## src/ice_pkg.sv

```systemverilog
`default_nettype none

package ice_pkg;

	// Payload and storage widths
	localparam int DATA_W = 8;
	localparam int WORD_W = DATA_W + 1;
	localparam int NODE_ADDR_W = 8;
	localparam int OFFSET_W = 9;

	// One payload byte
	typedef logic [DATA_W-1:0] data_t;

	// Stored word, bit 8 marks the last byte of a frame
	typedef logic [WORD_W-1:0] word_t;

	// Node address on the master bus
	typedef logic [NODE_ADDR_W-1:0] node_addr_t;

	// Word offset inside a frame, used for read addresses and tails
	typedef logic [OFFSET_W-1:0] offset_t;

	// Broadcast master bus from the host
	typedef struct packed {
		node_addr_t addr;
		data_t data;
		logic data_valid;
		logic frame_valid;
	} ma_bus_t;

	// Slave bus output of one node
	typedef struct packed {
		word_t data;
		offset_t tail;
	} sl_port_t;

endpackage

`default_nettype wire

```

## src/frame_relay.sv

```systemverilog
`timescale 1ns/1ps
`default_nettype none

// Moves one frame at a time from the input FIFO to the output FIFO
module frame_relay import ice_pkg::*; (
	input wire clk,
	input wire rst_n,

	// Input FIFO side
	input wire frame_valid,
	input wire word_t frame_data,
	input wire offset_t frame_tail,
	output offset_t frame_addr,
	output logic frame_latch_tail,

	// Output FIFO side
	input wire out_busy,
	output logic out_frame_valid,
	output data_t out_frame_data,
	output logic out_frame_data_latch
);
	typedef enum logic [1:0] {
		ST_IDLE,
		ST_COPY,
		ST_CLOSE,
		ST_POP
	} state_t;

	state_t state;

	always_ff @(posedge clk or negedge rst_n) begin
		if (!rst_n) begin
			state <= ST_IDLE;
			frame_addr <= '0;
		end else begin
			case (state)
				ST_IDLE: begin
					// Wait until the host has taken the previous frame
					if (frame_valid && !out_busy) begin
						state <= ST_COPY;
						frame_addr <= '0;
					end
				end
				ST_COPY: begin
					if (frame_addr == frame_tail)
						state <= ST_CLOSE;
					else
						frame_addr <= frame_addr + 1'b1;
				end
				// Output frame level is low here, so the output FIFO commits
				ST_CLOSE: state <= ST_POP;
				ST_POP: state <= ST_IDLE;
				default: state <= ST_IDLE;
			endcase
		end
	end

	// One byte per cycle from the combinational FIFO read
	assign out_frame_data = frame_data[DATA_W-1:0];
	assign out_frame_valid = (state == ST_COPY);
	assign out_frame_data_latch = (state == ST_COPY);
	assign frame_latch_tail = (state == ST_POP);

endmodule

`default_nettype wire

```

## config.mk

```make
export PLATFORM = sky130hd
export DESIGN_NAME = frame_relay
export DESIGN_NICKNAME = d
export VERILOG_FILES = /design/src/ice_pkg.sv /design/src/frame_relay.sv
export SDC_FILE = /design/constraint.sdc
export NUM_CORES = 1
export LEC_CHECK = 0
export ABC_AREA = 1
export BUFFER_PORTS_ARGS = -buffer_cell sky130_fd_sc_hd__buf_4
export CAP_MARGIN = 20
export CORE_UTILIZATION = 45
export CTS_BUF_LIST = sky130_fd_sc_hd__clkbuf_2
export DETAILED_ROUTE_END_ITERATION = 8
export PLACE_DENSITY_LB_ADDON = 0.12
export SYNTH_ARGS = -nofsm -noshare
export SYNTH_HDL_FRONTEND = slang
export SYNTH_SLANG_ARGS = --single-unit
```

## constraint.sdc

```tcl
create_clock -name clk -period 1.3 [get_ports clk]
set_input_delay 0.13 -clock clk [delete_from_list [all_inputs] [get_ports clk]]
set_output_delay 0.13 -clock clk [all_outputs]
set_load 0.005 [all_outputs]
```

==> key figures <==
Setup path
  – Capture point of the critical path: frame_addr[6]$_DFFE_PN0P_
  – Terminus of the critical flop-to-flop path: frame_addr[6]$_DFFE_PN0P_
  – Slowest stage delay, CP: around 440 ps
  – Register-to-Register Setup Slack: -100 ps
  – Crit. End Element: flop
  – Critical path launch point: frame_addr[0]$_DFFE_PN0P_
  – Depth of the worst register-to-register path: 7
  – Cells along the critical path: ha_2 > nand2_4 > nor2_2 > a21oi_1 > nor2_1 > nand4_1 > nand2_1
  – Element type at the critical path start: flop
  – CP Data Required Time: approximately 1500 ps
  – Worst setup path class: flop to flop
  – Maximum fanout along the worst path: 5
  – FF-to-FF Start: frame_addr[0]$_DFFE_PN0P_
  – Cell with the largest stage delay on the worst path: dfrtp_1
  – WP data arrival: roughly 1600 ps

Floorplanning
  – Vertical extent of the die: between 40 and 50 µm
  – Std-Cell Rows: 16
  – Die Area: ~2400 µm²
  – Effective utilization at floorplan: 0.496
  – Chip Width: 49.4 µm
  – Top-Level Pins: 42
  – Core Box Area: 2040 µm²

Finish
  – Post-layout util: 0.732
  – Fraction of final layout cells sized beyond drive strength 1: 0.465
  – Layout Nets: roughly 220
  – Number of antenna diodes: 0
  – Fill cell count: 176
  – Area of all sequential standard cells: around 280 µm²
  – Area used by multi-input combinational logic: just over 700 µm²
  – Post-synthesis to final-layout area growth: 47.7%
  – Post-route cell area: roughly 1500 µm²
  – Top library cells by usage in the layout, fill and taps aside: buf_4, nand2_1, inv_1, nor2_1
  – Most common library cell in the layout ignoring fill and taps: buf_4

Route
  – Number of vias per cell: ~5
  – Count of vias placed by the detailed router: 1065
  – DR WL/cell: approximately 12 µm
  – Number of design rule violations left after detail routing: 0
  – First-pass iteration count of the detailed router: 4
  – Wirelength, routed: roughly 2600 µm
  – Detail Route Antenna Nets: 0
  – Initial drt markers: 20

STA
  – Summed negative setup slack over all endpoints: -723 ps
  – Unrepaired setup endpoints after global routing: true
  – Final Max Tran Viols: 0
  – Hold_ws: about 210 ps
  – Clock tree skew after final layout: between 6 and 7 ps
  – Final setup violating endpoints: 13
  – Fin. Hold Viols: 0
  – Worst setup slack after layout: -96.5 ps
  – Achievable clock frequency: 716 MHz
  – Worst slew pin tran: 292 ps
  – Max_slew headroom: 0.805
  – Final Critical Period: between 1000 and 1500 ps
  – Fraction of the cycle the final worst path needs: 1.07

Pwr
  – Static leakage: approximately 0.8 nW
  – Power Density: 1440 nW/µm²
  – Max IR drop VDD: ~0.0012 V

Clock tree
  – CTS tree: built
  – Num Clock Sinks: 11
  – Maximum clock path buffer count: 2
  – Number of clock buffers inserted by TritonCTS: 3
  – Maximum level of the CTS H-tree: 1
  – Clock-pin slew on the worst setup and hold paths: approximately 120 ps
  – Clock root buffer master: clkbuf_2
  – Clock Latency Late Sink: ~280 ps

Yosys
  – Number of synthesized register bits: 11
  – Net Count, Synth: about 170
  – Gate count of the mapped netlist: 145
  – Number of distinct library cell variants in the gate-level netlist after synthesis: 22
  – Yosys warnings: 0
  – Summed instance area of the synthesized netlist: roughly 1000 µm²
  – Mapped Avg Cell Area: around 7.0 µm²
  – Sequential cell area fraction in the yosys report: 0.272

Place
  – Input/output buffers: 24
  – Routability congestion estimate: between 0.8 and 0.9
  – Half-perimeter wire length of the detailed placement result: roughly 1800 µm
  – Placed standard-cell area: 1280 µm²

Outcome
  – Violated checks: negative setup slack
  – Run status: finished with violations

Global routing
  – Vias in the first global route: a little over 1000
  – Wire length of the first global-routing pass: about 4500 µm
  – Aggregate global routing overflow: 0
  – Global router's overall resource usage: 0.239
  – Number of antenna violations at the first check in global routing: 0
  – Maximum number of pins on one net before global-route repair: 12

Flow run
  – Number of max-cap violations: 0

Worst hold path
  – HP Class: input port to async pin
==> layer usage <==
layer	track usage	vias to the layer above	share of wire
met5	0	-	0
met4	0.100	0	0.020
met3	0.0498	11	0.052
met2	0.404	24	0.49
met1	0.293	494	0.44
li1	-	536	-
==> sequential cells by signal (all words and copies together), names as in the netlist <==
register,count
state,2
frame_addr,9
==> critical path, delay by kind of cell, from the launching register on <==
| family | cells | cell delay, ps |
|---|---|---|
| and+or+nand+nor | 5 | 590 |
| DFF | 1 | 440 |
| adders and majority gates | 1 | 240 |
| AOI/OAI and AO/OA | 1 | 80 |
==> final cells by class <==
cell class                 instances  area share
inverter                          14      0.0351
sequential                        11       0.186
multi-input combinational        108       0.478
clock buffer                       4      0.0134
timing repair buffer              50       0.265
tap                               27      0.0226
==> Yosys cell counts <==
master | count | share of area
ha_1 | 6 | 0.074
o21ai_0 | 1 | 0.0049
nand2_1 | 51 | 0.19
or2_2 | 2 | 0.012
nor2_4 | 1 | 0.011
xnor2_1 | 3 | 0.026
clkbuf_1 | 1 | 0.0037
inv_1 | 14 | 0.052
o21ai_1 | 1 | 0.0049
buf_4 | 10 | 0.074
clkbuf_8 | 1 | 0.014
nor2_2 | 2 | 0.012
nand4_1 | 9 | 0.056
nand3_1 | 6 | 0.030
nand3_4 | 1 | 0.017
nand4_4 | 1 | 0.021
dfrtp_1 | 11 | 0.27
buf_6 | 2 | 0.022
nor2_1 | 15 | 0.056
a21oi_1 | 3 | 0.015
o21a_1 | 1 | 0.0074
xor2_1 | 3 | 0.026
==> kinds of logic after synthesis <==
family                     after synthesis  synth area share
DFF                                     11             0.272
adders and majority gates                6            0.0742
xor gates and xnor gates                 6            0.0519
AOI/OAI and AO/OA                        6            0.0321
and+or+nand+nor                         88             0.404
buffers and inverters                   28             0.166
==> worst min path at each step <==
stage,from,endpoint,slack (ps),cells after the start
after CTS,rst_n,frame_addr[4]$_DFFE_PN0P_,230,2
after global placement,rst_n,frame_addr[6]$_DFFE_PN0P_,-20,1
after floorplan,rst_n,frame_addr[0]$_DFFE_PN0P_,-170,0
after detailed placement,rst_n,frame_addr[4]$_DFFE_PN0P_,-20,1
after global routing,rst_n,frame_addr[4]$_DFFE_PN0P_,210,2
final,rst_n,frame_addr[4]$_DFFE_PN0P_,210,2
==> report_power, final <==
| group | internal [mW] | total [mW] | switching, mW |
|---|---|---|---|
| Combinational | 0.702 | 1.46 | 0.755 |
| Clock | 0.0816 | 0.211 | 0.130 |
| Sequential | 0.411 | 0.489 | 0.0775 |
==> metrics by stage <==
step           setup WS (ps)  instances  total power, mW
3_3_place_gp           -96.1        200             1.63
3_5_place_dp            -150        200             1.67
2_1_floorplan          -28.0        145             1.27
5_1_grt                 -198        214             2.33
4_1_cts                -86.1        212             2.07
6_report               -96.5        214             2.16
==> timing repair <==
item,CTS,global route
pin swaps,9,14
buffers inserted,5,2
hold buffers,1,0
endpoints found under the setup margin,14,14
endpoints found under the hold margin,11,0
gates cloned,2,0
resized for setup,17,13
(Power assumes the default switching activity.)
